`src/hw/rv_pkg.sv`:
```
package rv_pkg;

	// Datapath widths
	typedef logic [31:0] word_t;
	typedef logic [11:0] pc_t;        // Byte address into imem
	typedef logic [4:0]  reg_idx_t;
	typedef logic [9:0]  mem_idx_t;   // Word index, either memory
	typedef logic [3:0]  byte_en_t;
	typedef logic [2:0]  alu_op_t;
	typedef logic [13:0] bus_addr_t;
	typedef logic [15:0] cycles_t;

	// ALU operations
	localparam alu_op_t ALU_ADD    = 3'd0;
	localparam alu_op_t ALU_SUB    = 3'd1;
	localparam alu_op_t ALU_AND    = 3'd2;
	localparam alu_op_t ALU_OR     = 3'd3;
	localparam alu_op_t ALU_XOR    = 3'd4;
	localparam alu_op_t ALU_PASS_B = 3'd5;  // LUI

	// Major opcodes of the supported subset
	localparam logic [6:0] OPC_OP     = 7'b0110011;
	localparam logic [6:0] OPC_OP_IMM = 7'b0010011;
	localparam logic [6:0] OPC_LUI    = 7'b0110111;
	localparam logic [6:0] OPC_LOAD   = 7'b0000011;
	localparam logic [6:0] OPC_STORE  = 7'b0100011;

	// Host address map, region in bits 13:12
	localparam logic [1:0]  REGION_IMEM = 2'd0;
	localparam logic [1:0]  REGION_DMEM = 2'd1;
	localparam logic [1:0]  REGION_CTRL = 2'd2;
	localparam logic [11:0] CTRL_OFS    = 12'h000;  // Budget write starts a run
	localparam logic [11:0] STATUS_OFS  = 12'h004;  // {done, busy}

	localparam logic [1:0] RESP_OKAY   = 2'b00;
	localparam logic [1:0] RESP_SLVERR = 2'b10;

endpackage

```
`src/hw/regfile.sv`:
```
`timescale 1ns/1ps

module regfile (
	input  logic             clk,
	input  logic             rst_n,
	input  logic             wr_en,
	input  rv_pkg::reg_idx_t wr_idx,
	input  rv_pkg::word_t    wr_data,
	input  rv_pkg::reg_idx_t rs1_idx,
	input  rv_pkg::reg_idx_t rs2_idx,
	output rv_pkg::word_t    rs1_data,
	output rv_pkg::word_t    rs2_data
);
	import rv_pkg::*;

	word_t regs [32];
	logic  wr_live;  // Write that actually lands

	assign wr_live = wr_en && (wr_idx != '0);

	always_ff @(posedge clk) begin
		if (!rst_n) begin
			for (int i = 0; i < 32; i++)
				regs[i] <= '0;
		end else if (wr_live) begin
			regs[wr_idx] <= wr_data;
		end
	end

	// Write-through covers the WB to ID distance
	assign rs1_data = (wr_live && wr_idx == rs1_idx) ? wr_data : regs[rs1_idx];
	assign rs2_data = (wr_live && wr_idx == rs2_idx) ? wr_data : regs[rs2_idx];

	// x0 stays zero across every write and bypass
	a_x0_rs1: assert property (@(posedge clk) disable iff (!rst_n)
		(rs1_idx == '0) |-> (rs1_data == '0));
	a_x0_rs2: assert property (@(posedge clk) disable iff (!rst_n)
		(rs2_idx == '0) |-> (rs2_data == '0));

endmodule

```
`src/hw/core.sv`:
```
`timescale 1ns/1ps

module core (
	input  logic             clk,
	input  logic             rst_n,
	input  logic             run,       // Pipeline advances
	input  logic             restart,   // Fetch from 0, drop in-flight work
	input  rv_pkg::word_t    inst,
	input  rv_pkg::word_t    dm_rdata,
	output rv_pkg::pc_t      pc,
	output rv_pkg::mem_idx_t dm_idx,
	output rv_pkg::byte_en_t dm_we,
	output rv_pkg::word_t    dm_wdata
);
	import rv_pkg::*;

	localparam logic [1:0] WB_ALU  = 2'd0;
	localparam logic [1:0] WB_LOAD = 2'd1;
	localparam logic [1:0] WB_IMM  = 2'd2;

	logic  commit;  // Side effects allowed this cycle
	pc_t   pc_q;
	// IF/ID
	logic  id_v;
	word_t id_inst;
	// ID/EX
	logic     ex_v, ex_wr, ex_store, ex_use_imm;
	logic [1:0] ex_sel;
	alu_op_t  ex_op;
	reg_idx_t ex_rd, ex_rs1, ex_rs2;
	word_t    ex_rs1_data, ex_rs2_data, ex_imm;
	// EX/MEM
	logic     mem_v, mem_wr, mem_store;
	logic [1:0] mem_sel;
	reg_idx_t mem_rd;
	word_t    mem_alu, mem_sdata, mem_imm;
	// MEM/WB
	logic     wb_v, wb_wr;
	logic [1:0] wb_sel;
	reg_idx_t wb_rd;
	word_t    wb_alu, wb_load, wb_imm, wb_data;

	// Stale stages from an earlier run never commit on the restart cycle
	assign commit = run && !restart;

	//////////////////////////////////////////////////
	// Fetch
	assign pc = restart ? '0 : pc_q;  // First fetch of a run is word 0

	always_ff @(posedge clk) begin
		if (!rst_n) begin
			pc_q  <= '0;
			id_v  <= 1'b0;
			ex_v  <= 1'b0;
			mem_v <= 1'b0;
			wb_v  <= 1'b0;
		end else if (run) begin
			pc_q  <= pc + 12'd4;          // No branches, straight line
			id_v  <= 1'b1;
			ex_v  <= id_v && !restart;
			mem_v <= ex_v && !restart;
			wb_v  <= mem_v && !restart;
		end else if (restart) begin
			pc_q  <= '0;
			id_v  <= 1'b0;
			ex_v  <= 1'b0;
			mem_v <= 1'b0;
			wb_v  <= 1'b0;
		end
	end

	//////////////////////////////////////////////////
	// Decode
	reg_idx_t   id_rs1, id_rs2;
	word_t      id_rs1_data, id_rs2_data, id_imm;
	logic       id_wr, id_store, id_use_imm;
	logic [1:0] id_sel;
	alu_op_t    id_op;

	assign id_rs1 = id_inst[19:15];
	assign id_rs2 = id_inst[24:20];

	always_comb begin
		id_wr      = 1'b0;  // Anything unmatched falls out as NOP
		id_store   = 1'b0;
		id_use_imm = 1'b0;
		id_op      = ALU_ADD;
		id_sel     = WB_ALU;
		id_imm     = {{20{id_inst[31]}}, id_inst[31:20]};  // I-type
		case (id_inst[6:0])
			OPC_OP: begin
				id_wr = 1'b1;
				case (id_inst[14:12])
					3'b000:  id_op = id_inst[30] ? ALU_SUB : ALU_ADD;
					3'b100:  id_op = ALU_XOR;
					3'b110:  id_op = ALU_OR;
					3'b111:  id_op = ALU_AND;
					default: id_wr = 1'b0;
				endcase
			end
			OPC_OP_IMM: begin
				id_wr      = (id_inst[14:12] == 3'b000);  // ADDI only
				id_use_imm = 1'b1;
			end
			OPC_LUI: begin
				id_wr      = 1'b1;
				id_use_imm = 1'b1;
				id_op      = ALU_PASS_B;  // Keeps MEM forward a plain ALU tap
				id_sel     = WB_IMM;
				id_imm     = {id_inst[31:12], 12'b0};
			end
			OPC_LOAD: begin
				id_wr      = (id_inst[14:12] == 3'b010);  // LW
				id_use_imm = 1'b1;
				id_sel     = WB_LOAD;
			end
			OPC_STORE: begin
				id_store   = (id_inst[14:12] == 3'b010);  // SW
				id_use_imm = 1'b1;
				id_imm     = {{20{id_inst[31]}}, id_inst[31:25], id_inst[11:7]};
			end
			default: ;
		endcase
	end

	regfile rf_i (
		.clk      (clk),
		.rst_n    (rst_n),
		.wr_en    (wb_v && wb_wr && commit),
		.wr_idx   (wb_rd),
		.wr_data  (wb_data),
		.rs1_idx  (id_rs1),
		.rs2_idx  (id_rs2),
		.rs1_data (id_rs1_data),
		.rs2_data (id_rs2_data)
	);

	//////////////////////////////////////////////////
	// Execute
	word_t ex_a, ex_b, ex_opb, ex_alu;
	logic  fwd_mem_a, fwd_mem_b, fwd_wb_a, fwd_wb_b;

	// A LW in MEM has no data yet, software keeps one slot free
	assign fwd_mem_a = mem_v && mem_wr && (mem_rd != '0) && (mem_rd == ex_rs1);
	assign fwd_mem_b = mem_v && mem_wr && (mem_rd != '0) && (mem_rd == ex_rs2);
	assign fwd_wb_a  = wb_v && wb_wr && (wb_rd != '0) && (wb_rd == ex_rs1);
	assign fwd_wb_b  = wb_v && wb_wr && (wb_rd != '0) && (wb_rd == ex_rs2);

	// Younger MEM result beats WB
	assign ex_a   = fwd_mem_a ? mem_alu : (fwd_wb_a ? wb_data : ex_rs1_data);
	assign ex_b   = fwd_mem_b ? mem_alu : (fwd_wb_b ? wb_data : ex_rs2_data);
	assign ex_opb = ex_use_imm ? ex_imm : ex_b;

	always_comb begin
		case (ex_op)
			ALU_ADD:    ex_alu = ex_a + ex_opb;
			ALU_SUB:    ex_alu = ex_a - ex_opb;
			ALU_AND:    ex_alu = ex_a & ex_opb;
			ALU_OR:     ex_alu = ex_a | ex_opb;
			ALU_XOR:    ex_alu = ex_a ^ ex_opb;
			ALU_PASS_B: ex_alu = ex_opb;
			default:    ex_alu = '0;
		endcase
	end

	//////////////////////////////////////////////////
	// Memory and writeback
	assign dm_idx   = mem_alu[11:2];  // Word access only
	assign dm_wdata = mem_sdata;
	assign dm_we    = {4{mem_v && mem_store && commit}};

	always_comb begin
		case (wb_sel)
			WB_LOAD: wb_data = wb_load;
			WB_IMM:  wb_data = wb_imm;
			default: wb_data = wb_alu;
		endcase
	end

	// Stage payloads, qualified by the valid bits above
	always_ff @(posedge clk) begin
		if (run) begin
			id_inst     <= inst;
			ex_wr       <= id_wr;
			ex_store    <= id_store;
			ex_use_imm  <= id_use_imm;
			ex_sel      <= id_sel;
			ex_op       <= id_op;
			ex_rd       <= id_inst[11:7];
			ex_rs1      <= id_rs1;
			ex_rs2      <= id_rs2;
			ex_rs1_data <= id_rs1_data;
			ex_rs2_data <= id_rs2_data;
			ex_imm      <= id_imm;
			mem_wr      <= ex_wr;
			mem_store   <= ex_store;
			mem_sel     <= ex_sel;
			mem_rd      <= ex_rd;
			mem_alu     <= ex_alu;
			mem_sdata   <= ex_b;      // Forwarded store data
			mem_imm     <= ex_imm;
			wb_wr       <= mem_wr;
			wb_sel      <= mem_sel;
			wb_rd       <= mem_rd;
			wb_alu      <= mem_alu;
			wb_load     <= dm_rdata;
			wb_imm      <= mem_imm;
		end
	end

	// Stores only while the timer enables the core
	a_store_in_run: assert property (@(posedge clk) disable iff (!rst_n)
		(dm_we != '0) |-> run);

endmodule

```
`config.mk`:
```
export PLATFORM = sky130hd
export DESIGN_NAME = core
export DESIGN_NICKNAME = d
export VERILOG_FILES = /design/src/hw/rv_pkg.sv /design/src/hw/regfile.sv /design/src/hw/core.sv
export SDC_FILE = /design/constraint.sdc
export NUM_CORES = 2
export LEC_CHECK = 0
export ABC_CLOCK_PERIOD_IN_PS = 14200
export BUFFER_PORTS_ARGS = -buffer_cell sky130_fd_sc_hd__buf_2
export CORE_AREA = 2 2 426 428
export DETAILED_ROUTE_END_ITERATION = 10
export DIE_AREA = 0 0 428 430
export GPL_ROUTABILITY_DRIVEN = 0
export GPL_TIMING_DRIVEN = 0
export PLACE_DENSITY = 0.62
export SYNTH_ARGS = -nofsm -noshare
export SYNTH_HDL_FRONTEND = slang
export SYNTH_SLANG_ARGS = --single-unit
```
`constraint.sdc`:
```
create_clock -name clk -period 14.2 [get_ports clk]
set_clock_uncertainty 0.05 [all_clocks]
set_input_delay 1.42 -clock clk [delete_from_list [all_inputs] [get_ports clk]]
set_output_delay 1.42 -clock clk [all_outputs]
set_load 0.05 [all_outputs]
```
==> impl_metrics.tcl <==
set metrics [dict create \
    outcome "finished, violations left" \
    violations "capacitance limit, slew limit" \
    hold_viol_final 0 \
    drc 0 \
    internal_power_w 0.00783 \
    num_io_pins 126 \
    dr.first_iter.drc_count 8217 \
    synthFlopType "edfxtp_1" \
    crit_type "register to register" \
    fin_tns_setup_ps 0 \
    nNetsFinal 5455 \
    finalCriticalPeriod_ps 8140 \
    grt.overflow.total 0 \
    cp_data_required_time_ps 14690 \
    cp.buffers_inverters 3 \
    grt_max_degree 117 \
    clock_sinks 1410 \
    wl_mm 243 \
    ant_nets 0 \
    crit_slowest_cell "o21ai_1" \
    synthArstFlopShare 0 \
    critPathMaxStageDelay_ps 1220 \
    hpwl_mm 179 \
    first_pass_iters 5 \
    fin_crit_sh 0.573 \
    timing.final.ws_setup_ps 6060 \
    end_kind "register" \
    core_region_area_sq_um 180000 \
    cts_resized 0 \
    hold_class "register to register" \
    grt_pass1_wl_mm 341 \
    io_buffer_count 124 \
    r2r_slack_ps 6060 \
    fin_hold_ws_ps 366 \
    post-place-ws_ps 6550 \
    area_delta_synth_final_pct 13.2 \
    slew_viol_final 40 \
    power_density_nw_per_um2 135 \
    worstMarginPinSlew_ps 1550 \
    syn_inst 4938 \
    first_global_vias 47400 \
    power_w 0.0109 \
    antenna_found_initial 8 \
    clkPwrFrac 0.359 \
    vias_per_cell 6.21 \
    crit_path_start_kind "register" \
    setup_viol 0 \
    synth-seq-cells 1410 \
    drv_cap 5 \
    clk_path_buf_depth 3 \
    crit_family "compound AO/OA/AOI/OAI gates" \
    ys.warnings.count 0 \
    relSlewSlack -0.0370 \
    num_rows 156 \
    p_sw_w 0.00311 \
    swShare 0.284 \
    p_comb_frac 0.186 \
    clock-root-buffer "clkbuf_16" \
    htreeDepth 4 \
    drive_gt1_frac 0.221 \
    rsz0062_at_grt "false" \
    wl_per_cell_um 31.3 \
    cts_hold_buf 0 \
    die_area_sq_um 184000 \
    fmax_mhz 123 \
    p_leak_nw 29.0 \
    cts_tree "built" \
    worstPathMaxFanout 10 \
    die_h_um 430 \
    seqPwrFrac 0.455 \
    peakVddDrop_uv 137 \
    place_area_sq_um 76000 \
    fin_area_sq_um 80900 \
    die_x_um 428 \
    synth_edf_count 1384 \
    worstPathCellList "ha_1, inv_2, buf_2, o21ai_1, or3_1, a31oi_1, mux2i_1, ha_1, inv_1, nor4_2, nand4_1, o31a_4, nor2_2, xnor2_1, ha_1, nand3_1, nor3_1, nand4_1, a31oi_1, o21ai_0, nand3b_1, o21ai_0, a221o_1" \
    post_cts_buffers 0 \
    syn_avg_cell_area_sq_um 14.5 \
    syn_area_sq_um 71400 \
    synth_cell_types 79 \
    vias 48300 \
    clk_pin_slew_ps 60 \
    arrival_ps 8630 \
    synth.yosys.seq_area_share 0.589 \
    initial_core_util 0.397 \
    track_usage 0.261 \
    fill_cells 15900 \
    crit_top_cell "ha_1" \
    numCtsBuffers 153 \
    insertion_delay_ps 810 \
]
[area by class of cell]
cell class	count	area, sq um	area share
inverters	87	327	0.00404
clock inverters	76	633	0.00783
well taps	2370	2970	0.0367
clock buffers	201	4180	0.0517
multi-input cells	3013	27400	0.339
plain buffers	459	1840	0.0227
flip-flops and latches	1410	42100	0.520
diodes	1	2.50	0.0000309
repair buffers	163	1430	0.0177
[Yosys cell counts, types with 12 or more instances]
cell,number,area [sq um]
edfxtp_1,1384,41600
nor2_1,1138,4270
mux4_2,640,14400
clkbuf_1,362,1360
nand2_1,220,826
o21ai_0,148,741
a21oi_1,99,495
ha_1,99,1240
inv_1,79,297
mux2_2,76,856
a21o_1,72,541
buf_1,66,248
xnor2_1,62,543
o21ai_1,44,220
a221o_1,39,390
xor2_1,32,280
dfxtp_1,26,521
nor3_1,26,130
a31oi_1,23,144
or3_1,21,131
nor2b_1,16,100
nor4_1,15,93.8
buf_4,14,105
nand3_1,14,70.1
and2_1,13,81.3
mux2i_1,13,130
buf_2,12,60.1
nand2b_1,12,75.1
[sequential cells by signal, summed over array words and instances, names as in the netlist, 3 cells and up, named ones only]
| signal | flops |
|---|---|
| rf_i.regs | 1024 |
| ex_rs1 | 5 |
| mem_imm | 32 |
| ex_rs1_data | 32 |
| wb_rd | 5 |
| dm_wdata | 32 |
| wb_alu | 32 |
| pc_q | 12 |
| mem_rd | 5 |
| mem_alu | 32 |
| ex_rs2 | 5 |
| ex_imm | 32 |
| wb_load | 32 |
| ex_rs2_data | 32 |
| ex_rd | 5 |
| ex_op | 3 |
| wb_imm | 32 |
| id_inst | 32 |
[stage by stage]
stage,utilization,std cells
2_1_floorplan,-,4969
3_3_place_gp,0.418,7463
3_5_place_dp,0.423,7500
4_1_cts,0.450,7777
5_1_grt,0.450,7780
6_report,0.450,7780
[final timing paths]
check	from	end	cells past startpoint
setup / recovery	wb_sel[1]$_DFFE_PP_	mem_alu[28]$_DFFE_PP_	23
hold / removal	mem_imm[6]$_DFFE_PP_	wb_imm[6]$_DFFE_PP_	0
setup reg to reg	wb_sel[1]$_DFFE_PP_	mem_alu[28]$_DFFE_PP_	23
hold reg to reg	mem_imm[6]$_DFFE_PP_	wb_imm[6]$_DFFE_PP_	0
[worst reg2reg max path, delay by kind of cell, from the launching register on]
family          cells  cell delay [ps]
xor+xnor            1               80
buf+inv             3              450
compound gates      7             2780
fa+ha+maj           3             1200
simple gates        8             2350
flops               1              420
mux                 1              570
[power by group through the flow]
stage                     sequential [W]  combinational (W)  clock [W]
after global routing             0.00499            0.00211    0.00409
after floorplan                  0.00502            0.00124          0
after detailed placement         0.00506            0.00199          0
final                            0.00498            0.00203    0.00393
after CTS                        0.00497            0.00199    0.00396
after global placement           0.00506            0.00194          0
[kinds of logic after synthesis]
| kind of cell | share of synthesized area |
|---|---|
| compound gates | 0.0474 |
| buf+inv | 0.0302 |
| fa+ha+maj | 0.0176 |
| other cells | 0.0000525 |
| simple gates | 0.0869 |
| mux | 0.217 |
| xor+xnor | 0.0115 |
| flops | 0.589 |
[routing by layer]
layer / GRT usage / share of wire / vias up
met5: 0 / 0.00011 / -
met2: 0.393 / 0.45 / 3356
met1: 0.348 / 0.37 / 24700
met3: 0.0629 / 0.12 / 605
met4: 0.147 / 0.062 / 4
li1: - / - / 19600
[layout by cell type, fill, tap and decap left out, types with 72 or more instances in the layout]
cell type	Yosys	routed
inv_1	79	79
mux2_2	76	76
nor2_1	1138	1138
edfxtp_1	1384	1384
mux4_2	640	640
o21ai_0	148	147
clkbuf_1	362	400
nand2_1	220	189
ha_1	99	99
buf_2	12	139
clkbuf_16	0	160
a21oi_1	99	99
a21o_1	72	72
(Power assumes the default switching activity.)
