==> src/hw/rv_pkg.sv <==
package rv_pkg;

	// Datapath widths
	typedef logic [31:0] word_t;
	typedef logic [11:0] pc_t;        // Byte address into imem
	typedef logic [4:0]  reg_idx_t;
	typedef logic [9:0]  mem_idx_t;   // Word index, either memory
	typedef logic [3:0]  byte_en_t;
	typedef logic [2:0]  alu_op_t;
	typedef logic [13:0] bus_addr_t;
	typedef logic [15:0] cycles_t;

	// ALU operations
	localparam alu_op_t ALU_ADD    = 3'd0;
	localparam alu_op_t ALU_SUB    = 3'd1;
	localparam alu_op_t ALU_AND    = 3'd2;
	localparam alu_op_t ALU_OR     = 3'd3;
	localparam alu_op_t ALU_XOR    = 3'd4;
	localparam alu_op_t ALU_PASS_B = 3'd5;  // LUI

	// Major opcodes of the supported subset
	localparam logic [6:0] OPC_OP     = 7'b0110011;
	localparam logic [6:0] OPC_OP_IMM = 7'b0010011;
	localparam logic [6:0] OPC_LUI    = 7'b0110111;
	localparam logic [6:0] OPC_LOAD   = 7'b0000011;
	localparam logic [6:0] OPC_STORE  = 7'b0100011;

	// Host address map, region in bits 13:12
	localparam logic [1:0]  REGION_IMEM = 2'd0;
	localparam logic [1:0]  REGION_DMEM = 2'd1;
	localparam logic [1:0]  REGION_CTRL = 2'd2;
	localparam logic [11:0] CTRL_OFS    = 12'h000;  // Budget write starts a run
	localparam logic [11:0] STATUS_OFS  = 12'h004;  // {done, busy}

	localparam logic [1:0] RESP_OKAY   = 2'b00;
	localparam logic [1:0] RESP_SLVERR = 2'b10;

endpackage

==> src/hw/run_timer.sv <==
`timescale 1ns/1ps

module run_timer (
	input  logic            clk,
	input  logic            rst_n,
	input  logic            start,    // One-cycle pulse from host
	input  rv_pkg::cycles_t budget,
	output logic            run,
	output logic            restart,
	output logic            busy,
	output logic            done
);
	import rv_pkg::*;

	cycles_t count;  // Cycles left in this run

	always_ff @(posedge clk) begin
		if (!rst_n) begin
			count   <= '0;
			restart <= 1'b0;
			done    <= 1'b0;
		end else begin
			restart <= start;  // Lines up with first busy cycle
			if (start) begin
				count <= budget;
				done  <= (budget == '0);  // Empty budget finishes at once
			end else if (count != '0) begin
				count <= count - cycles_t'(1);
				done  <= (count == cycles_t'(1));
			end
		end
	end

	assign busy = (count != '0);
	assign run  = busy;

	// done only after the count has drained
	a_busy_done: assert property (@(posedge clk) disable iff (!rst_n)
		!(busy && done));

endmodule

==> config.mk <==
export PLATFORM = sky130hd
export DESIGN_NAME = run_timer
export DESIGN_NICKNAME = d
export VERILOG_FILES = /design/src/hw/rv_pkg.sv /design/src/hw/run_timer.sv
export SDC_FILE = /design/constraint.sdc
export NUM_CORES = 1
export LEC_CHECK = 0
export ABC_CLOCK_PERIOD_IN_PS = 2500
export BUFFER_PORTS_ARGS = -buffer_cell sky130_fd_sc_hd__buf_2
export CORE_MARGIN = 5
export CORE_UTILIZATION = 30
export DETAILED_ROUTE_END_ITERATION = 8
export PLACE_DENSITY = 0.58
export SLEW_MARGIN = 5
export SYNTH_ARGS = -nofsm -noshare
export SYNTH_HDL_FRONTEND = slang
export SYNTH_SLANG_ARGS = --single-unit
==> constraint.sdc <==
create_clock -name clk -period 2.5 [get_ports clk]
set_clock_uncertainty 0.2 [all_clocks]
set_input_delay 0.125 -clock clk [delete_from_list [all_inputs] [get_ports clk]]
set_output_delay 0.125 -clock clk [all_outputs]
set_load 0.05 [all_outputs]
==> flow_summary.ini, run 1 <==
[status]
outcome = completed

[cells_and_area]
final_cell_mix = buf_2, dlygate4sd3_1, dfxtp_1
n_fill_cell = 364
diodes = 0
multi_input_area_um2 = 646
regArea_um2 = 360
drive_gt1_share_pct = 20.1
fin_util_pct = 42.4
area_growth_pct = 36.7
final_nets = 186
final_common_cell = buf_2
stdcell_area_um2 = 1430

[yosys]
synth.net_count = 144
synthFlopType = dfxtp_1
synth_seq_cells = 18
syn_area_per_cell_um2 = 8.47
yosysUniqueCellTypes = 35
synth_warnings = 0
postSynth.asyncResetShare_pct = 0
syn-cell-area_um2 = 1040
synth-seq-area-share_pct = 34.6
syn_inst = 123
synth-edff-count = 0

[setup_path]
critPathSlowestCell = dlygate4sd3_1
worstSetupEndpointType = register
startpoint_type = register
cp.arrival_ps = 2310
cp_max_fo = 8
crit_type = register to register
cp_slowest_stage_delay_ps = 560
path_cells = nor4_4 > nand4_1 > nand3_1 > o211ai_1 > dlygate4sd3_1
cp_data_required_time_ps = 2500

[clock_tree]
cts_made_buffers = 3
tritoncts = yes
clockBufferDepth = 2
cts-root-buf = clkbuf_4
clkTransAtPathRegs_ps = 110
htreeDepth = 1
clk_latency_ps = 300
cts.sinks = 18
cts_resized = 0

[power]
total_power_w = 0.000797
swShare_pct = 33.3
p_sw_w = 0.000265
p_int_w = 0.000532
p_per_area_nw_per_um2 = 559
p_leak_nw = 0.542
p_comb_share_pct = 31.9
ir_drop_mv = 0.275
power_frac_seq_pct = 44.9
power.share.clock_pct = 23.1

[route]
drc = 0
antenna_left = 0
drt_wl_total_um = 2590
drt_pre_antenna_iters = 4
wire_per_inst_um = 12.3
drt_iter0_markers = 43
via_per_inst = 4.88
vias = 1024

[placement]
placed_cell_area_um2 = 1190
io_buffer_count = 22
hpwl_um = 1900
gp_congestion = 0.845

[floorplan]
num_io_pins = 23
die_area_um2 = 4750
core_um2 = 3360
fp.dieH_um = 68.9
die_w_um = 68.9
start_util_pct = 31.0
fp-row-count = 21

[global_routing]
grt_usage_pct = 12.3
antenna_found_initial = 0
gr-total-overflow = 0
grt_max_degree = 14
grt_first_pass_wirelength_um = 4370
grt_pass1_vias = 956

[sta]
final_hold_viol_count = 0
max_freq_mhz = 433
maxSlewHeadroom_pct = 69.5
post-route-period-util_pct = 92.4
report.final.slew_viol_count = 0
period_needed_ps = 2310
tns_ps = 0
setup_viol = 0
worst_pin_slew_ps = 453
rsz0062_at_grt = no

[worst_hold_path]
holdCritPathClass = primary input to register

[job]
drv_cap = 0
[stage by stage]
stage,hold slack (ps),cells,setup slack [ps]
final,26.6,210,190
after global routing,38.1,210,13.3
after CTS,26.6,210,189
after detailed placement,145,186,371
after global placement,137,186,480
after floorplan,33.6,123,221
[repair_timing]
action / in CTS / in global routing
hold buffers: 20 / 0
endpoints found under the hold margin: 17 / 0
buffers inserted: 0 / 0
[logic make-up (layout without fill, tap and decap cells)]
group | Yosys count | in the layout | share of synthesized area, %
flip-flops | 18 | 18 | 34.6
XOR/XNOR | 12 | 12 | 10.1
AND/OR/NAND/NOR | 62 | 62 | 36.6
AO/OA/AOI/OAI | 21 | 21 | 12.8
buffers and inverters | 8 | 49 | 3.48
adder cells (fa/ha/maj) | 2 | 2 | 2.40
[sequential cells by signal, indices dropped and copies added, names as in the netlist]
| signal | count |
|---|---|
| count | 16 |
| done | 1 |
| restart | 1 |
[layout make-up]
class	instances	area share (%)
flip-flops and latches	18	25.3
inverters	2	0.527
well taps	46	4.04
clock buffers	4	2.55
multi-input cells	97	45.3
repair buffers	43	22.3
[Yosys cell counts, drive strengths merged (2+ instances only)]
master   n  area [um^2]
buf      3         17.5
or4      4         33.8
nand2   17         63.8
xnor2    8         70.1
inv      2         7.51
a21boi   2         15.0
nand2b   3         18.8
o21ai   11         55.1
nor3     6         30.0
nor2     8         30.0
nand4    4         25.0
nor4     8         95.1
clkbuf   3         11.3
dfxtp   18          360
nand3    5         30.0
and2     2         12.5
xor2     4         35.0
ha       2         25.0
o31ai    2         15.0
[worst max-delay path: cells and delay by family (launching register included)]
family	cells	cell delay, ps
flip-flops	1	390
buffers and inverters	1	560
AND/OR/NAND/NOR	3	990
AO/OA/AOI/OAI	1	80
[power by group through the flow]
stage | clock network [W] | logic (W) | registers (W)
floorplan | 0 | 0.000177 | 0.000360
finish | 0.000184 | 0.000255 | 0.000358
detailed placement | 0 | 0.000230 | 0.000363
CTS | 0.000187 | 0.000256 | 0.000358
global placement | 0 | 0.000226 | 0.000363
global route | 0.000205 | 0.000282 | 0.000363
[per-layer routing]
layer  track usage (%)  routed length, um  share of wire, %  vias to the layer above
li1                  -                  -                 -                      530
met3              4.21                179               6.9                        2
met1              16.0               1230                48                      465
met4              2.19                 13              0.50                        0
met2              19.9               1170                45                       27
met5                 0                  0                 0                        -
[worst paths after layout]
kind | endpoint | cells after the start | from | slack, ps
setup reg to reg | count[0] | 5 | count[4] | 190
hold reg to reg | count[15] | 2 | count[15] | 330
hold / removal | count[12] | 2 | start | 30
setup / recovery | count[0] | 5 | count[4] | 190
No activity file was read; power rests on OpenSTA's default activity.
==> inputs of run 2 (changes only) <==
ABC_CLOCK_PERIOD_IN_PS = 1850   (was 2500)
PLACE_DENSITY = 0.6   (was 0.58)
clock period = 1.85 ns   (was 2.5 ns; I/O delays follow)
==> flow_summary.ini, run 2 (same netlist as run 1, synthesis figures left out) <==
[sta]
maxSlewHeadroom_pct = 67.1
finalWorstSetupSlack_ps = -12.3
max_freq_mhz = 537
hold_ws_ps = 326
post-route-period-util_pct = 101
final_hold_viol_count = 0
tns_ps = -21.2
rsz0062_at_grt = yes
period_needed_ps = 1860
setup_viol = 3
report.final.slew_viol_count = 0
worst_pin_slew_ps = 490

[clock_tree]
tritoncts = yes
htreeDepth = 1
clk_latency_ps = 310
cts.sinks = 18
clockBufferDepth = 2
cts-root-buf = clkbuf_4
clkTransAtPathRegs_ps = 120
cts_made_buffers = 3

[power]
power_frac_seq_pct = 38.3
p_leak_nw = 0.679
p_comb_share_pct = 41.1
p_int_w = 0.000835
p_sw_w = 0.000415
swShare_pct = 33.2
power.share.clock_pct = 20.5
ir_drop_mv = 0.323
p_per_area_nw_per_um2 = 737

[setup_path]
cp.arrival_ps = 1860
reg2reg_depth = 4
timing.reg2reg.setup_slack_ps = -10
cp_max_fo = 6
cp_slowest_stage_delay_ps = 680
rr_startpoint = count[0]
crit_type = register to register
startpoint_type = register
path_cells = or4_1 > nor3_1 > xnor2_1 > o21ai_0
worstSetupEndpointType = register
r2r-end = count[11]
cp_data_required_time_ps = 1840
critPathSlowestCell = or4_1

[route]
vias = 1126
antenna_left = 0
drt_iter0_markers = 66
drt_wl_total_um = 3150
drc = 0
drt_pre_antenna_iters = 4
wire_per_inst_um = 13.4
via_per_inst = 4.79

[worst_hold_path]
hold_path_end = count[5]
min_from = budget[5]
holdCritPathClass = primary input to register
hold_depth = 4

[placement]
placed_cell_area_um2 = 1290
hpwl_um = 2040
gp_congestion = 0.859
io_buffer_count = 22
dp_cells = 197

[global_routing]
grt_max_degree = 14
grt_first_pass_wirelength_um = 5030
antenna_found_initial = 0
grt_usage_pct = 14.1
grt_pass1_vias = 1109
gr-total-overflow = 0

[cells_and_area]
final_nets = 211
top_regs = count: 16 flops, done: 1 flops, restart: 1 flops
n_fill_cell = 337
final_common_cell = buf_4
fin_cells = 235
fin_util_pct = 50.4
regMostFlops = count
drive_gt1_share_pct = 38.1
stdcell_area_um2 = 1700
final_cell_mix = buf_4, dlygate4sd3_1, buf_2
area_growth_pct = 62.7
largest_reg_flops = 16
diodes = 0

[floorplan]
fp-row-count = 21
start_util_pct = 31.0
core_um2 = 3360
fp.dieH_um = 68.9
die_area_um2 = 4750
num_io_pins = 23
die_w_um = 68.9

[status]
outcome = complete, but fails checks
violations = negative setup slack

[job]
drv_cap = 0
run 2: final cells by class:
class                      instances  area, um^2  area share [%]
multi-input combinational         97         689            40.7
timing repair buffer              68         529            31.2
sequential                        18         375            22.1
tap                               46        57.6            3.39
clock buffer                       4        36.3            2.14
inverter                           2        7.51           0.443
run 2: power by group through the flow:
stage | combinational [W] | clock (W) | sequential, W
6_report | 0.000514 | 0.000257 | 0.000479
3_5_place_dp | 0.000378 | 0 | 0.000485
4_1_cts | 0.000475 | 0.000262 | 0.000476
5_1_grt | 0.000562 | 0.000269 | 0.000486
3_3_place_gp | 0.000375 | 0 | 0.000484
2_1_floorplan | 0.000250 | 0 | 0.000490
run 2: how the worst max path moves through the flow:
stage | slack (ps) | to | cells past startpoint | startpoint
CTS | -10 | run | 5 | count[7]
global placement | -4 | done | 4 | count[4]
detailed placement | 10 | done | 4 | count[8]
global route | -110 | count[7] | 4 | count[0]
finish | -10 | count[11] | 4 | count[0]
floorplan | -210 | run | 5 | count[1]
run 2: timing repair:
item	4_1_cts	5_1_grt
gates resized for setup	11	8
pin swaps	4	6
setup buffers	10	4
hold endpoints to repair	17	0
cloned	0	0
hold buffers	20	0
setup endpoints to repair	3	15
run 2: per-stage QoR:
stage	setup WS, ps	total power [W]
6_report	-12.3	0.00125
5_1_grt	-109	0.00132
4_1_cts	-11.5	0.00121
3_5_place_dp	11.5	0.000863
3_3_place_gp	-3.71	0.000859
2_1_floorplan	-212	0.000741
run 2: routing by layer:
layer  track usage [%]  up-vias  wire, um
li1                  -      580         -
met1              17.9      499      1420
met2              24.2       41      1510
met3              3.40        6       181
met4              2.92        0        50
met5                 0        -         0
run 2: critical path, delay by kind of cell (launching register included):
family,cells,cell delay (ps)
flops,1,370
compound gates,1,90
simple gates,2,950
xor+xnor,1,140
==> inputs of run 3 (changes only) <==
CORE_UTILIZATION = 35   (was 30)
PLACE_DENSITY = 0.67   (was 0.6)
==> flow_summary.ini, run 3 (same netlist as run 1, synthesis figures left out) <==
[placement]
gp_congestion = 0.856
hpwl_um = 1960
pre_cts_ws_ps = -41.4
io_buffer_count = 22

[power]
ir_drop_mv = 0.351
p_leak_nw = 0.617
p_per_area_nw_per_um2 = 754

[setup_path]
cp_data_required_time_ps = 1890
timing.reg2reg.setup_slack_ps = 20
r2r-end = done
crit_type = register to register
cp_max_fo = 5
path_cells = nor4_4 > buf_4 > nand3_2 > or4b_4 > a21oi_2
startpoint_type = register
critPathSlowestCell = or4b_4
cp_slowest_stage_delay_ps = 490
worstSetupEndpointType = register
cp.arrival_ps = 1870
reg2reg_depth = 5
rr_startpoint = count[4]

[route]
drt_wl_total_um = 2970
drc = 0
drt_iter0_markers = 21
vias = 1107
wire_per_inst_um = 14.3
antenna_left = 0
via_per_inst = 5.32
drt_pre_antenna_iters = 5

[clock_tree]
clockBufferDepth = 2
cts.sinks = 18
tritoncts = yes
cts_made_buffers = 3
clkTransAtPathRegs_ps = 110
htreeDepth = 1
cts-root-buf = clkbuf_4
clk_latency_ps = 300

[floorplan]
fp-row-count = 19
num_io_pins = 23
core_um2 = 2810
fp.dieH_um = 64.6
die_w_um = 64.6
die_area_um2 = 4170
start_util_pct = 37.2

[sta]
rsz0062_at_grt = yes
max_freq_mhz = 546
period_needed_ps = 1830
final_hold_viol_count = 0
report.final.slew_viol_count = 0
setup_viol = 0
tns_ps = 0
maxSlewHeadroom_pct = 69.0
worst_pin_slew_ps = 465
finalWorstSetupSlack_ps = 19.6
post-route-period-util_pct = 98.9

[global_routing]
antenna_found_initial = 0
grt_pass1_vias = 1119
gr-total-overflow = 0
grt_first_pass_wirelength_um = 4880
grt_max_degree = 14
grt_usage_pct = 14.5

[cells_and_area]
drive_gt1_share_pct = 34.5
area_growth_pct = 51.5
diodes = 0
largest_reg_flops = 16
regMostFlops = count
final_cell_mix = dlygate4sd3_1, buf_2, nand2_1
final_nets = 199
top_regs = count: 16 flops, done: 1 flops, restart: 1 flops

[worst_hold_path]
holdCritPathClass = primary input to register
hold_path_end = count[10]
min_from = budget[10]
hold_depth = 4

[job]
drv_cap = 0

[status]
outcome = completed
run 3: worst max path at each step:
stage / start / to / slack (ps) / cells past startpoint
floorplan: count[1] / run / -210 / 5
global placement: count[8] / done / 20 / 4
detailed placement: count[0] / count[7] / -40 / 4
CTS: count[8] / count[15] / 20 / 4
global route: count[0] / run / -50 / 5
finish: count[4] / done / 20 / 5
run 3: cell type report:
type	count	area, um^2
inverters	2	10.0
clock buffers	4	36.3
repair buffers	56	428
flip-flops and latches	18	373
well taps	31	38.8
fillers	251	1230
multi-input cells	97	693
run 3: power breakdown:
| group | switching, W | leakage, nW | internal [W] |
|---|---|---|---|
| sequential | 0.0000575 | 0.151 | 0.000429 |
| combinational | 0.000211 | 0.444 | 0.000243 |
| clock | 0.000131 | 0.0210 | 0.000120 |
| total | 0.000399 | 0.617 | 0.000792 |
run 3: critical path: cells and delay by family, from the launching register on:
kind                   cells  cell delay [ps]
and+or+nand+nor            3              870
DFF                        1              380
buffers and inverters      1              180
AOI/OAI and AO/OA          1              140
run 3: through the flow:
step / util, % / std cells / area [um^2] / hold WS [ps] / total power, W
floorplan: - / 123 / 1070 / 1.12 / 0.000741
global placement: 44.3 / 178 / 1240 / 98.0 / 0.000838
detailed placement: 44.3 / 178 / 1240 / 115 / 0.000848
CTS: 53.7 / 204 / 1510 / 327 / 0.00115
global route: 56.3 / 208 / 1580 / 361 / 0.00125
finish: 56.3 / 208 / 1580 / 330 / 0.00119
run 3: repair_timing:
| item | in CTS | in global routing |
|---|---|---|
| hold endpoints to repair | 17 | 0 |
| hold buffers | 20 | 0 |
| setup buffers | 2 | 4 |
| endpoints found under the setup margin | 5 | 5 |
| pin swaps | 2 | 8 |
| resized for setup | 4 | 16 |
run 3: per-layer routing:
layer / wire [um] / part of all wire [%] / GRT usage, % / up-vias
met2: 1530 / 51 / 25.5 / 28
met4: 9 / 0.30 / 2.90 / 0
met3: 123 / 4.1 / 3.97 / 2
li1: - / - / - / 556
met1: 1310 / 44 / 17.9 / 521
met5: 0 / 0 / 0 / -
