File: src/hw/rv_pkg.sv
package rv_pkg;

	// Datapath widths
	typedef logic [31:0] word_t;
	typedef logic [11:0] pc_t;        // Byte address into imem
	typedef logic [4:0]  reg_idx_t;
	typedef logic [9:0]  mem_idx_t;   // Word index, either memory
	typedef logic [3:0]  byte_en_t;
	typedef logic [2:0]  alu_op_t;
	typedef logic [13:0] bus_addr_t;
	typedef logic [15:0] cycles_t;

	// ALU operations
	localparam alu_op_t ALU_ADD    = 3'd0;
	localparam alu_op_t ALU_SUB    = 3'd1;
	localparam alu_op_t ALU_AND    = 3'd2;
	localparam alu_op_t ALU_OR     = 3'd3;
	localparam alu_op_t ALU_XOR    = 3'd4;
	localparam alu_op_t ALU_PASS_B = 3'd5;  // LUI

	// Major opcodes of the supported subset
	localparam logic [6:0] OPC_OP     = 7'b0110011;
	localparam logic [6:0] OPC_OP_IMM = 7'b0010011;
	localparam logic [6:0] OPC_LUI    = 7'b0110111;
	localparam logic [6:0] OPC_LOAD   = 7'b0000011;
	localparam logic [6:0] OPC_STORE  = 7'b0100011;

	// Host address map, region in bits 13:12
	localparam logic [1:0]  REGION_IMEM = 2'd0;
	localparam logic [1:0]  REGION_DMEM = 2'd1;
	localparam logic [1:0]  REGION_CTRL = 2'd2;
	localparam logic [11:0] CTRL_OFS    = 12'h000;  // Budget write starts a run
	localparam logic [11:0] STATUS_OFS  = 12'h004;  // {done, busy}

	localparam logic [1:0] RESP_OKAY   = 2'b00;
	localparam logic [1:0] RESP_SLVERR = 2'b10;

endpackage

File: src/hw/axil_ctrl.sv
`timescale 1ns/1ps

module axil_ctrl (
	input  logic              clk,
	input  logic              rst_n,
	// Write address and data
	input  logic              awvalid,
	output logic              awready,
	input  rv_pkg::bus_addr_t awaddr,
	input  logic              wvalid,
	output logic              wready,
	input  rv_pkg::word_t     wdata,
	input  rv_pkg::byte_en_t  wstrb,
	// Write response
	output logic              bvalid,
	input  logic              bready,
	output logic [1:0]        bresp,
	// Read address and data
	input  logic              arvalid,
	output logic              arready,
	input  rv_pkg::bus_addr_t araddr,
	output logic              rvalid,
	input  logic              rready,
	output rv_pkg::word_t     rdata,
	output logic [1:0]        rresp,
	// Memory host ports
	output rv_pkg::byte_en_t  im_we,
	output rv_pkg::byte_en_t  dm_we,
	output rv_pkg::mem_idx_t  host_idx,
	output rv_pkg::word_t     host_wdata,
	input  rv_pkg::word_t     im_rdata,
	input  rv_pkg::word_t     dm_rdata,
	// Run timer
	output logic              start,
	output rv_pkg::cycles_t   budget,
	input  logic              busy,
	input  logic              done
);
	import rv_pkg::*;

	typedef enum logic [1:0] {IDLE, WRESP, RRESP} state_t;

	state_t     state;
	logic       wr_acc, rd_acc;         // Handshake this cycle
	logic [1:0] wr_region, rd_region;
	logic       wr_ctrl, wr_err;
	word_t      rd_word;

	// Writes first, both channels together
	assign wr_acc  = (state == IDLE) && awvalid && wvalid;
	assign rd_acc  = (state == IDLE) && !(awvalid && wvalid) && arvalid;
	assign awready = wr_acc;
	assign wready  = wr_acc;
	assign arready = rd_acc;
	assign bvalid  = (state == WRESP);
	assign rvalid  = (state == RRESP);

	assign wr_region = awaddr[13:12];
	assign rd_region = araddr[13:12];
	assign wr_ctrl   = (wr_region == REGION_CTRL) && (awaddr[11:0] == CTRL_OFS);
	// Memories and CTRL locked while the core runs
	assign wr_err    = busy && (wr_region == REGION_IMEM || wr_region == REGION_DMEM || wr_ctrl);

	//////////////////////////////////////////////////
	// Side effects on acceptance
	assign host_idx   = wr_acc ? awaddr[11:2] : araddr[11:2];
	assign host_wdata = wdata;
	assign im_we      = (wr_acc && !wr_err && wr_region == REGION_IMEM) ? wstrb : '0;
	assign dm_we      = (wr_acc && !wr_err && wr_region == REGION_DMEM) ? wstrb : '0;
	assign start      = wr_acc && !wr_err && wr_ctrl;
	assign budget     = wdata[15:0];

	always_comb begin
		case (rd_region)
			REGION_IMEM: rd_word = im_rdata;
			REGION_DMEM: rd_word = dm_rdata;
			REGION_CTRL: rd_word = (araddr[11:0] == STATUS_OFS) ? {30'b0, done, busy} : '0;
			default:     rd_word = '0;
		endcase
	end

	//////////////////////////////////////////////////
	// FSM
	always_ff @(posedge clk) begin
		if (!rst_n) begin
			state <= IDLE;
		end else begin
			case (state)
				IDLE: begin
					if (wr_acc)
						state <= WRESP;
					else if (rd_acc)
						state <= RRESP;
				end
				WRESP:   if (bready) state <= IDLE;  // Held until taken
				RRESP:   if (rready) state <= IDLE;
				default: state <= IDLE;
			endcase
		end
	end

	// Response payloads
	always_ff @(posedge clk) begin
		if (wr_acc)
			bresp <= wr_err ? RESP_SLVERR : RESP_OKAY;
		if (rd_acc) begin
			rdata <= rd_word;
			rresp <= RESP_OKAY;
		end
	end

	// One response channel at a time
	a_one_resp: assert property (@(posedge clk) disable iff (!rst_n)
		!(bvalid && rvalid));

endmodule

File: config.mk
export PLATFORM = sky130hd
export DESIGN_NAME = axil_ctrl
export DESIGN_NICKNAME = d
export VERILOG_FILES = /design/src/hw/rv_pkg.sv /design/src/hw/axil_ctrl.sv
export SDC_FILE = /design/constraint.sdc
export NUM_CORES = 1
export LEC_CHECK = 0
export ABC_CLOCK_PERIOD_IN_PS = 9200
export BUFFER_PORTS_ARGS = -buffer_cell sky130_fd_sc_hd__buf_2
export CAP_MARGIN = 20
export CORE_ASPECT_RATIO = 2
export CORE_MARGIN = 2
export CORE_UTILIZATION = 25
export DETAILED_ROUTE_END_ITERATION = 8
export HOLD_SLACK_MARGIN = 0.06
export SLEW_MARGIN = 0
export SYNTH_ARGS = -nofsm -noshare
export SYNTH_HDL_FRONTEND = slang
export SYNTH_SLANG_ARGS = --single-unit
export TNS_END_PERCENT = 100
File: constraint.sdc
create_clock -name clk -period 9.2 [get_ports clk]
set_clock_uncertainty 0.05 [all_clocks]
set_input_delay 0.92 -clock clk [delete_from_list [all_inputs] [get_ports clk]]
set_output_delay 0.92 -clock clk [all_outputs]
set_load 0.05 [all_outputs]
==> results of run 1 <==
-- layer usage --
metal | GRT usage | up-vias
met5 | 0 | -
li1 | - | 900
met2 | 0.252 | 112
met3 | 0.0568 | 54
met4 | 0.117 | 2
met1 | 0.101 | 858
-- synthesized netlist by cell type (all sizes together) --
cell | instances | area (um^2)
nand3b | 1 | 7.51
nor2b | 2 | 12.5
a21boi | 1 | 7.51
nor3b | 1 | 7.51
dfxtp | 2 | 40.0
nor3 | 2 | 10.0
a41o | 2 | 20.0
and2 | 4 | 25.0
nand4 | 1 | 6.26
and4bb | 1 | 16.3
buf | 57 | 433
a31oi | 1 | 6.26
edfxtp | 33 | 991
and3 | 1 | 6.26
nor4b | 1 | 8.76
nand3 | 1 | 10.0
nor4 | 3 | 18.8
conb | 1 | 3.75
nor2 | 42 | 158
mux2 | 10 | 139
clkbuf | 4 | 15.0
and4b | 1 | 10.0
inv | 5 | 18.8
and3b | 1 | 8.76
mux2i | 33 | 330
nand2 | 2 | 7.51
-- worst min path at each step --
stage                     startpoint       end
after CTS                   state[0]  state[1]
after global placement      state[0]  state[1]
final                       state[0]  state[1]
after floorplan             state[0]  state[1]
after global routing        state[0]  state[1]
after detailed placement    state[0]  state[1]
-- layout make-up --
class,count,area [um^2]
Sequential cell,35,1030
Clock buffer,5,125
Timing Repair Buffer,162,813
Tap cell,102,128
Fill cell,936,6050
Inverter,5,18.8
Clock inverter,3,15.0
Multi-Input combinational cell,114,832
-- cells by family (layout without fill, tap and decap cells) --
logic type,count (synthesis),after routing,synth area share
flops,35,35,0.445
compound gates,4,4,0.0146
other cells,1,3,0.00162
simple gates,64,64,0.135
mux,43,43,0.202
buf+inv,66,175,0.201
-- worst max-delay path, delay by kind of cell --
family                 cells  cell delay [ns]
and+or+nand+nor            3             0.83
buffers and inverters      2             0.35
-- per-stage QoR --
step	hold WS, ns	instance area, um^2	total power [mW]
3_3_place_gp	0.497	2820	0.332
6_report	0.522	2960	0.487
2_1_floorplan	0.440	2320	0.347
4_1_cts	0.523	2960	0.494
5_1_grt	0.556	2960	0.508
3_5_place_dp	0.516	2820	0.334
-- flip-flops by register name, summed over array words and instances (netlist names) --
| name | count |
|---|---|
| state | 2 |
| rdata | 32 |
| bresp | 1 |
-- power by group --
| part | switching, mW | internal (mW) | total (mW) |
|---|---|---|---|
| combinational | 0.0943 | 0.0431 | 0.137 |
| clock | 0.0595 | 0.0981 | 0.158 |
| sequential | 0.00307 | 0.188 | 0.192 |
==> flow_summary.json, run 1 <==
{
  "run_status": "completed",
  "wl_um": 7200,
  "maximum_number_of_pins_on_one_net_before_global_route_repair": 34,
  "drt_iter0_drc": 34,
  "die_height_um": 140,
  "timing_max_transition_violations_final": 0,
  "critical_setup_path_class": "input pin to output port",
  "wire_per_inst_um": 16.9,
  "worstSkewPairLatency_ns": 0.27,
  "synthesis.area_per_instance_um2": 10.9,
  "post-route-drc-count": 0,
  "timing.max_cap.violations": 0,
  "endpoint_type_of_the_worst_setup_path": "output port",
  "cts_made_buffers": 5,
  "numPlacedInstances": 418,
  "length_of_routed_met3_wiring_um": 897,
  "cpMaxStageDelayCell": "sky130_fd_sc_hd__and4bb_4",
  "timing.final.crit_period_ns": 3.07,
  "ant_nets": 0,
  "p_leak_nw": 1.51,
  "synth_seq_area_share": 0.445,
  "maxClockFrequency_mhz": 326,
  "layout_commonest_cell": "sky130_fd_sc_hd__buf_2",
  "post_route_cells_drive_above_1_share": 0.559,
  "ys_types": 29,
  "ctsResizeCount": 0,
  "fin_setup_tns_ns": 0,
  "row_count": 49,
  "area_growth_syn_to_layout_pct": 27.9,
  "most-common-layout-cells": "161 x sky130_fd_sc_hd__buf_2, 42 x sky130_fd_sc_hd__nor2_1, 33 x sky130_fd_sc_hd__mux2i_1, 33 x sky130_fd_sc_hd__edfxtp_1, 7 x sky130_fd_sc_hd__mux2_4",
  "highest_layer": "met5",
  "whs_path_depth": 1,
  "synthCells": 213,
  "critPathRequiredTime_ns": 8.23,
  "timing.critical_path.cells": "buf_2 -> and4bb_4 -> and3b_1 -> and2_1 -> buf_2",
  "post_cts_hold_buffer_count": 0,
  "post-route-util": 0.329,
  "routed-wl-met2_um": 3780,
  "clockBufferDepth": 2,
  "cts_root_buffer": "sky130_fd_sc_hd__clkbuf_16",
  "detail_route.wirelength.met1_um": 1990,
  "die-area_um2": 10100,
  "setup_slack_ns": 6.13,
  "final_report_setup_violation_count": 0,
  "final_nets": 460,
  "worst_path_largest_cell_delay_ns": 0.44,
  "crit_path_frequent_cell": "sky130_fd_sc_hd__buf_2",
  "core_area_um2": 9010,
  "globalplace.congestion": 0.854,
  "first_global_vias": 1974,
  "hold_class": "register to register",
  "powerDensity_nw_per_um2": 164,
  "timing.rr.end": "rdata[21]",
  "post_cts.repair.setup_buffers": 0,
  "number_of_vias_per_cell": 4.52,
  "setup.worst_path.end": "im_we[1]",
  "cts_tree": "yes",
  "die_x_um": 72.1,
  "firstDrtPassIters": 3,
  "launch_point_of_the_worst_path": "wvalid",
  "slew_headroom": 0.349,
  "synth-seq-cells": 35,
  "worst_setup_path_start_kind": "input pin",
  "grt_first_pass_wirelength_um": 10100,
  "buffer_ports.inserted": 161,
  "pre_cts_slack_ns": 6.11,
  "antenna_found_initial": 1,
  "vias": 1926,
  "antenna-diode-count": 0,
  "critPathMaxFanout": 16,
  "dp_hpwl_um": 6040,
  "globalRoute.totalOverflow": 0,
  "cp.arrival_ns": 2.10,
  "r2r_slack_ns": 7.84,
  "fin_cells": 426,
  "path_clk_slew_ns": 0.05,
  "io_pins": 245,
  "crit-reg2reg-launch": "state[0]",
  "synth.cell_area_um2": 2320,
  "clock-sinks": 35,
  "number_of_warnings_printed_during_yosys_synthesis": 0,
  "layout_worst_path_cycle_share": 0.334,
  "global_router_s_overall_resource_usage": 0.137,
  "r2r.worst_path.cells": 2,
  "worst_slew_pin_slew_ns": 0.976,
  "rsz0062_at_grt": "false",
  "hold_viol": 0,
  "peakVddDrop_uv": 77.9,
  "htree_num_levels": 2,
  "floorplan.initialDensity": 0.257
}
Note: power is estimated with default switching activity, not from simulation.
==> run 2: changes to the inputs <==
--- a/config.mk
+++ b/config.mk
@@ -5,7 +5,7 @@
 export SDC_FILE = /design/constraint.sdc
 export NUM_CORES = 1
 export LEC_CHECK = 0
-export ABC_CLOCK_PERIOD_IN_PS = 9200
+export ABC_CLOCK_PERIOD_IN_PS = 2750
 export BUFFER_PORTS_ARGS = -buffer_cell sky130_fd_sc_hd__buf_2
 export CAP_MARGIN = 20
 export CORE_ASPECT_RATIO = 2
==> constraint.sdc (replaced) <==
create_clock -name clk -period 2.75 [get_ports clk]
set_clock_uncertainty 0.05 [all_clocks]
set_input_delay 0.275 -clock clk [delete_from_list [all_inputs] [get_ports clk]]
set_output_delay 0.275 -clock clk [all_outputs]
set_load 0.05 [all_outputs]
==> flow_summary.json, run 2 (synthesis results as in run 1) <==
{
  "dp_hpwl_um": 7110,
  "post_cts_hold_buffer_count": 0,
  "ctsResizeCount": 0,
  "peakVddDrop_uv": 291,
  "clockBufferDepth": 2,
  "cpMaxStageDelayCell": "sky130_fd_sc_hd__and4bb_4",
  "critical_path_buffer_and_inverter_count": 1,
  "maximum_number_of_pins_on_one_net_before_global_route_repair": 33,
  "grt-busiest-layer": "met2",
  "die_height_um": 140,
  "gr-usage-met1": 0.121,
  "buffer_ports.inserted": 161,
  "p_leak_nw": 1.55,
  "pre_cts_slack_ns": 0.869,
  "worstSkewPairLatency_ns": 0.27,
  "reg_top3": "rdata: 32 flops, state: 2 flops, bresp: 1 flops",
  "fin_setup_tns_ns": 0,
  "globalRoute.totalOverflow": 0,
  "worst_slew_pin_slew_ns": 0.757,
  "hold_class": "input pin to register",
  "drt_iter0_drc": 70,
  "fillerInstances": 929,
  "hold_end": "state[0]",
  "layout_commonest_cell": "sky130_fd_sc_hd__buf_2",
  "layout_worst_path_cycle_share": 0.788,
  "floorplan.initialDensity": 0.257,
  "layout.cell_area.non_filler_um2": 3020,
  "whs_path_depth": 2,
  "clkPwrFrac": 0.367,
  "most-common-layout-cells": "161 x sky130_fd_sc_hd__buf_2, 42 x sky130_fd_sc_hd__nor2_1, 33 x sky130_fd_sc_hd__mux2i_1, 33 x sky130_fd_sc_hd__edfxtp_1, 7 x sky130_fd_sc_hd__mux2_4",
  "antenna_found_initial": 1,
  "die_x_um": 72.1,
  "maxClockFrequency_mhz": 461,
  "cts_tree": "yes",
  "htree_num_levels": 2,
  "firstDrtPassIters": 4,
  "slew_headroom": 0.496,
  "post_dp_cell_area_um2": 2850,
  "globalplace.congestion": 0.819,
  "ant_nets": 0,
  "io_pins": 245,
  "endpoint_type_of_the_worst_setup_path": "output port",
  "timing.final.crit_period_ns": 2.17,
  "post_cts.repair.setup_buffers": 0,
  "grt_use_met3": 0.114,
  "core_area_um2": 9010,
  "worst_path_largest_cell_delay_ns": 0.55,
  "cp.arrival_ns": 1.84,
  "first_global_vias": 1843,
  "max_reg_flops": 32,
  "wire_per_inst_um": 19.2,
  "r2r.worst_path.cells": 3,
  "crit-reg2reg-launch": "state[0]",
  "pwr-share-seq": 0.368,
  "setup_slack_ns": 0.582,
  "clock-sinks": 35,
  "power.switching_mw": 0.536,
  "multiInputGateArea_um2": 838,
  "powerDensity_nw_per_um2": 576,
  "vias": 1928,
  "area_growth_syn_to_layout_pct": 30.5,
  "timing_max_transition_violations_final": 0,
  "wl_um": 8250,
  "critPathMaxFanout": 16,
  "row_count": 49,
  "worst_setup_path_start_kind": "register",
  "hold_viol": 0,
  "layout.area.seq_um2": 1030,
  "global_router_s_overall_resource_usage": 0.154,
  "r2r_slack_ns": 1.24,
  "rsz0062_at_grt": "false",
  "number_of_vias_per_cell": 4.48,
  "cp_num_cells": 4,
  "power.share.combinational": 0.266,
  "cts_root_buffer": "sky130_fd_sc_hd__clkbuf_16",
  "power_switching_share": 0.308,
  "grt_first_pass_wirelength_um": 11100,
  "timing.rr.end": "rdata[22]",
  "post_route_cells_drive_above_1_share": 0.569,
  "run_status": "completed",
  "critPathRequiredTime_ns": 2.42,
  "post-route-drc-count": 0,
  "register_bank_with_the_most_flops": "rdata",
  "final_report_setup_violation_count": 0,
  "die-area_um2": 10100,
  "critical_setup_path_class": "register to output port",
  "worst_path_dominant_cell_family": "simple AND/OR/NAND/NOR gates",
  "use_met2": 0.249,
  "timing.max_cap.violations": 0,
  "cellInternalPower_mw": 1.20,
  "timing.critical_path.cells": "and4bb_4 -> and3b_1 -> and2_1 -> buf_2",
  "cts_made_buffers": 5,
  "path_clk_slew_ns": 0.05,
  "final_nets": 463,
  "holdCritStartpoint": "rst_n"
}
## run 2: changes by cell type in the layout (fill, tap and decap cells not counted), sizes merged
cell	before	now
diode	0	1
bufinv	0	1
clkinvlp	1	0
buf	162	165
## run 2: stage by stage
| step | utilization | instances | power [mW] | hold slack, ns |
|---|---|---|---|---|
| after CTS | 0.335 | 429 | 1.77 | 0.195 |
| final | 0.335 | 430 | 1.74 | 0.201 |
| after global routing | 0.335 | 430 | 1.81 | 0.207 |
| after global placement | 0.316 | 421 | 1.11 | 0.474 |
| after floorplan | - | 215 | 1.16 | 0.378 |
| after detailed placement | 0.316 | 421 | 1.12 | 0.483 |
## run 2: cell type report
class / count / share of cell area
clock buffer: 5 / 0.0414
multi-input combinational: 114 / 0.277
clock inverter: 3 / 0.0145
antenna: 1 / 0.000828
tap: 102 / 0.0422
inverter: 5 / 0.00621
timing repair buffer: 165 / 0.276
sequential: 35 / 0.341
## run 2: worst max-delay path by stage
stage / start / end
2_1_floorplan: wvalid / rdata[0]
3_3_place_gp: state[1] / im_we[1]
3_5_place_dp: state[1] / im_we[1]
4_1_cts: state[1] / im_we[1]
5_1_grt: state[1] / im_we[1]
6_report: state[1] / im_we[1]
## run 2: per-layer routing
| layer | wire, um | share of wire |
|---|---|---|
| met5 | 0 | 0 |
| met4 | 565 | 0.068 |
| met3 | 1540 | 0.19 |
| met2 | 3980 | 0.48 |
| met1 | 2170 | 0.26 |
## run 2: power groups by stage
stage	Clock (mW)	Sequential, mW	Combinational, mW
2_1_floorplan	0	0.774	0.387
3_3_place_gp	0	0.651	0.463
3_5_place_dp	0	0.652	0.469
4_1_cts	0.661	0.641	0.470
5_1_grt	0.676	0.644	0.492
6_report	0.638	0.640	0.462
==> run 3: changes to the inputs <==
--- a/config.mk
+++ b/config.mk
@@ -5,7 +5,7 @@
 export SDC_FILE = /design/constraint.sdc
 export NUM_CORES = 1
 export LEC_CHECK = 0
-export ABC_CLOCK_PERIOD_IN_PS = 2750
+export ABC_CLOCK_PERIOD_IN_PS = 1900
 export BUFFER_PORTS_ARGS = -buffer_cell sky130_fd_sc_hd__buf_2
 export CAP_MARGIN = 20
 export CORE_ASPECT_RATIO = 2
==> constraint.sdc (replaced) <==
create_clock -name clk -period 1.9 [get_ports clk]
set_clock_uncertainty 0.05 [all_clocks]
set_input_delay 0.19 -clock clk [delete_from_list [all_inputs] [get_ports clk]]
set_output_delay 0.19 -clock clk [all_outputs]
set_load 0.05 [all_outputs]
==> flow_summary.json, run 3 (synthesis results as in run 1) <==
{
  "globalRoute.totalOverflow": 0,
  "layout_commonest_cell": "sky130_fd_sc_hd__buf_2",
  "maximum_number_of_pins_on_one_net_before_global_route_repair": 34,
  "worst_slew_pin_slew_ns": 0.516,
  "core_area_um2": 9010,
  "grt_first_pass_wirelength_um": 11100,
  "ant_nets": 0,
  "finalPower_mw": 2.41,
  "rsz0062_at_grt": "true",
  "buffer_ports.inserted": 161,
  "most-common-layout-cells": "151 x sky130_fd_sc_hd__buf_2, 40 x sky130_fd_sc_hd__nor2_1, 33 x sky130_fd_sc_hd__mux2i_1, 33 x sky130_fd_sc_hd__edfxtp_1, 14 x sky130_fd_sc_hd__buf_4",
  "run_status": "completed",
  "layout.area.seq_um2": 1040,
  "cp.arrival_ns": 1.60,
  "r2r.worst_path.cells": 3,
  "die_height_um": 140,
  "timing.max_cap.violations": 0,
  "powerDensity_nw_per_um2": 764,
  "dp_hpwl_um": 6770,
  "max_reg_flops": 32,
  "clockBufferDepth": 2,
  "cts_tree": "yes",
  "r2r_slack_ns": 0.59,
  "p_leak_nw": 1.60,
  "launch_point_of_the_worst_path": "state[0]",
  "path_clk_slew_ns": 0.05,
  "cts_made_buffers": 5,
  "critPathRequiredTime_ns": 1.66,
  "post-route-util": 0.351,
  "antenna-diode-count": 0,
  "area_growth_syn_to_layout_pct": 36.3,
  "row_count": 49,
  "die-area_um2": 10100,
  "cts_root_buffer": "sky130_fd_sc_hd__clkbuf_16",
  "numPlacedInstances": 423,
  "vias": 1982,
  "number_of_vias_per_cell": 4.53,
  "slew_headroom": 0.651,
  "wire_per_inst_um": 18.6,
  "critical_setup_path_class": "register to output port",
  "worst_setup_path_start_kind": "register",
  "peakVddDrop_uv": 396,
  "maxClockFrequency_mhz": 542,
  "final_nets": 472,
  "htree_num_levels": 2,
  "hold_viol": 0,
  "io_pins": 245,
  "post_cts_hold_buffer_count": 0,
  "post-route-drc-count": 0,
  "worst_path_largest_cell_delay_ns": 0.41,
  "register_bank_with_the_most_flops": "rdata",
  "floorplan.initialDensity": 0.257,
  "fillerInstances": 906,
  "crit-reg2reg-launch": "state[1]",
  "firstDrtPassIters": 3,
  "antenna_found_initial": 0,
  "final_report_setup_violation_count": 0,
  "setup.worst_path.end": "host_idx[2]",
  "post_dp_cell_area_um2": 2910,
  "worstSkewPairLatency_ns": 0.27,
  "die_x_um": 72.1,
  "timing.critical_path.cells": "and4bb_4 -> buf_4 -> mux2_4 -> buf_6",
  "final_hold_slack_ns": 0.113,
  "clock-sinks": 35,
  "cpMaxStageDelayCell": "sky130_fd_sc_hd__and4bb_4",
  "layout.cell_area.non_filler_um2": 3160,
  "multiInputGateArea_um2": 871,
  "endpoint_type_of_the_worst_setup_path": "output port",
  "timing.rr.end": "rdata[1]",
  "timing.final.crit_period_ns": 1.84,
  "globalplace.congestion": 0.824,
  "post_route_cells_drive_above_1_share": 0.595,
  "first_global_vias": 1901,
  "timing_max_transition_violations_final": 0,
  "reg_top3": "rdata: 32 flops, state: 2 flops, bresp: 1 flops",
  "holdCritStartpoint": "rst_n",
  "fin_cells": 438,
  "drt_iter0_drc": 39,
  "global_router_s_overall_resource_usage": 0.153,
  "layout_worst_path_cycle_share": 0.970,
  "critPathMaxFanout": 7,
  "wl_um": 8160,
  "hold_class": "input pin to register"
}
[run 3: power by group]
group	internal (mW)	switching (mW)	total, mW
combinational	0.249	0.471	0.720
sequential	0.912	0.0127	0.925
clock	0.484	0.286	0.770
total	1.64	0.770	2.41
[run 3: routing by layer]
metal	vias up	track usage	routed length, um
li1	930	-	-
met1	883	0.111	2140
met2	134	0.270	4150
met3	35	0.100	1370
met4	0	0.103	499
met5	-	0	0
[run 3: repair_timing]
item                                    in CTS  in global routing
pin swaps                                    1                  0
resized for setup                           15                  6
cloned                                       1                  0
endpoints found under the setup margin      19                 14
buffers inserted                             5                  1
[run 3: final cells by class]
cell class	instances	area share
clock buffer	7	0.0420
clock inverter	1	0.00158
timing repair buffer	173	0.307
inverter	5	0.00594
tap	102	0.0404
sequential	35	0.328
multi-input combinational	115	0.276
[run 3: worst min path at each step]
stage	cells after the start	endpoint
2_1_floorplan	1	state[0]
3_3_place_gp	0	host_wdata[24]
3_5_place_dp	0	host_wdata[24]
4_1_cts	2	state[0]
5_1_grt	2	state[0]
6_report	2	state[0]
[run 3: stage by stage]
| stage | setup WS, ns | setup TNS (ns) |
|---|---|---|
| global placement | 0.124 | 0 |
| detailed placement | 0.0969 | 0 |
| floorplan | -0.0615 | -2.08 |
| finish | 0.0562 | 0 |
| CTS | 0.000453 | 0 |
| global route | -0.00901 | -0.00901 |
[run 3: worst max-delay path, delay by kind of cell, from the launching register on]
family | cells | cell delay [ns]
multiplexers | 1 | 0.29
flip-flops | 1 | 0.33
buffers and inverters | 2 | 0.29
AND/OR/NAND/NOR | 1 | 0.41
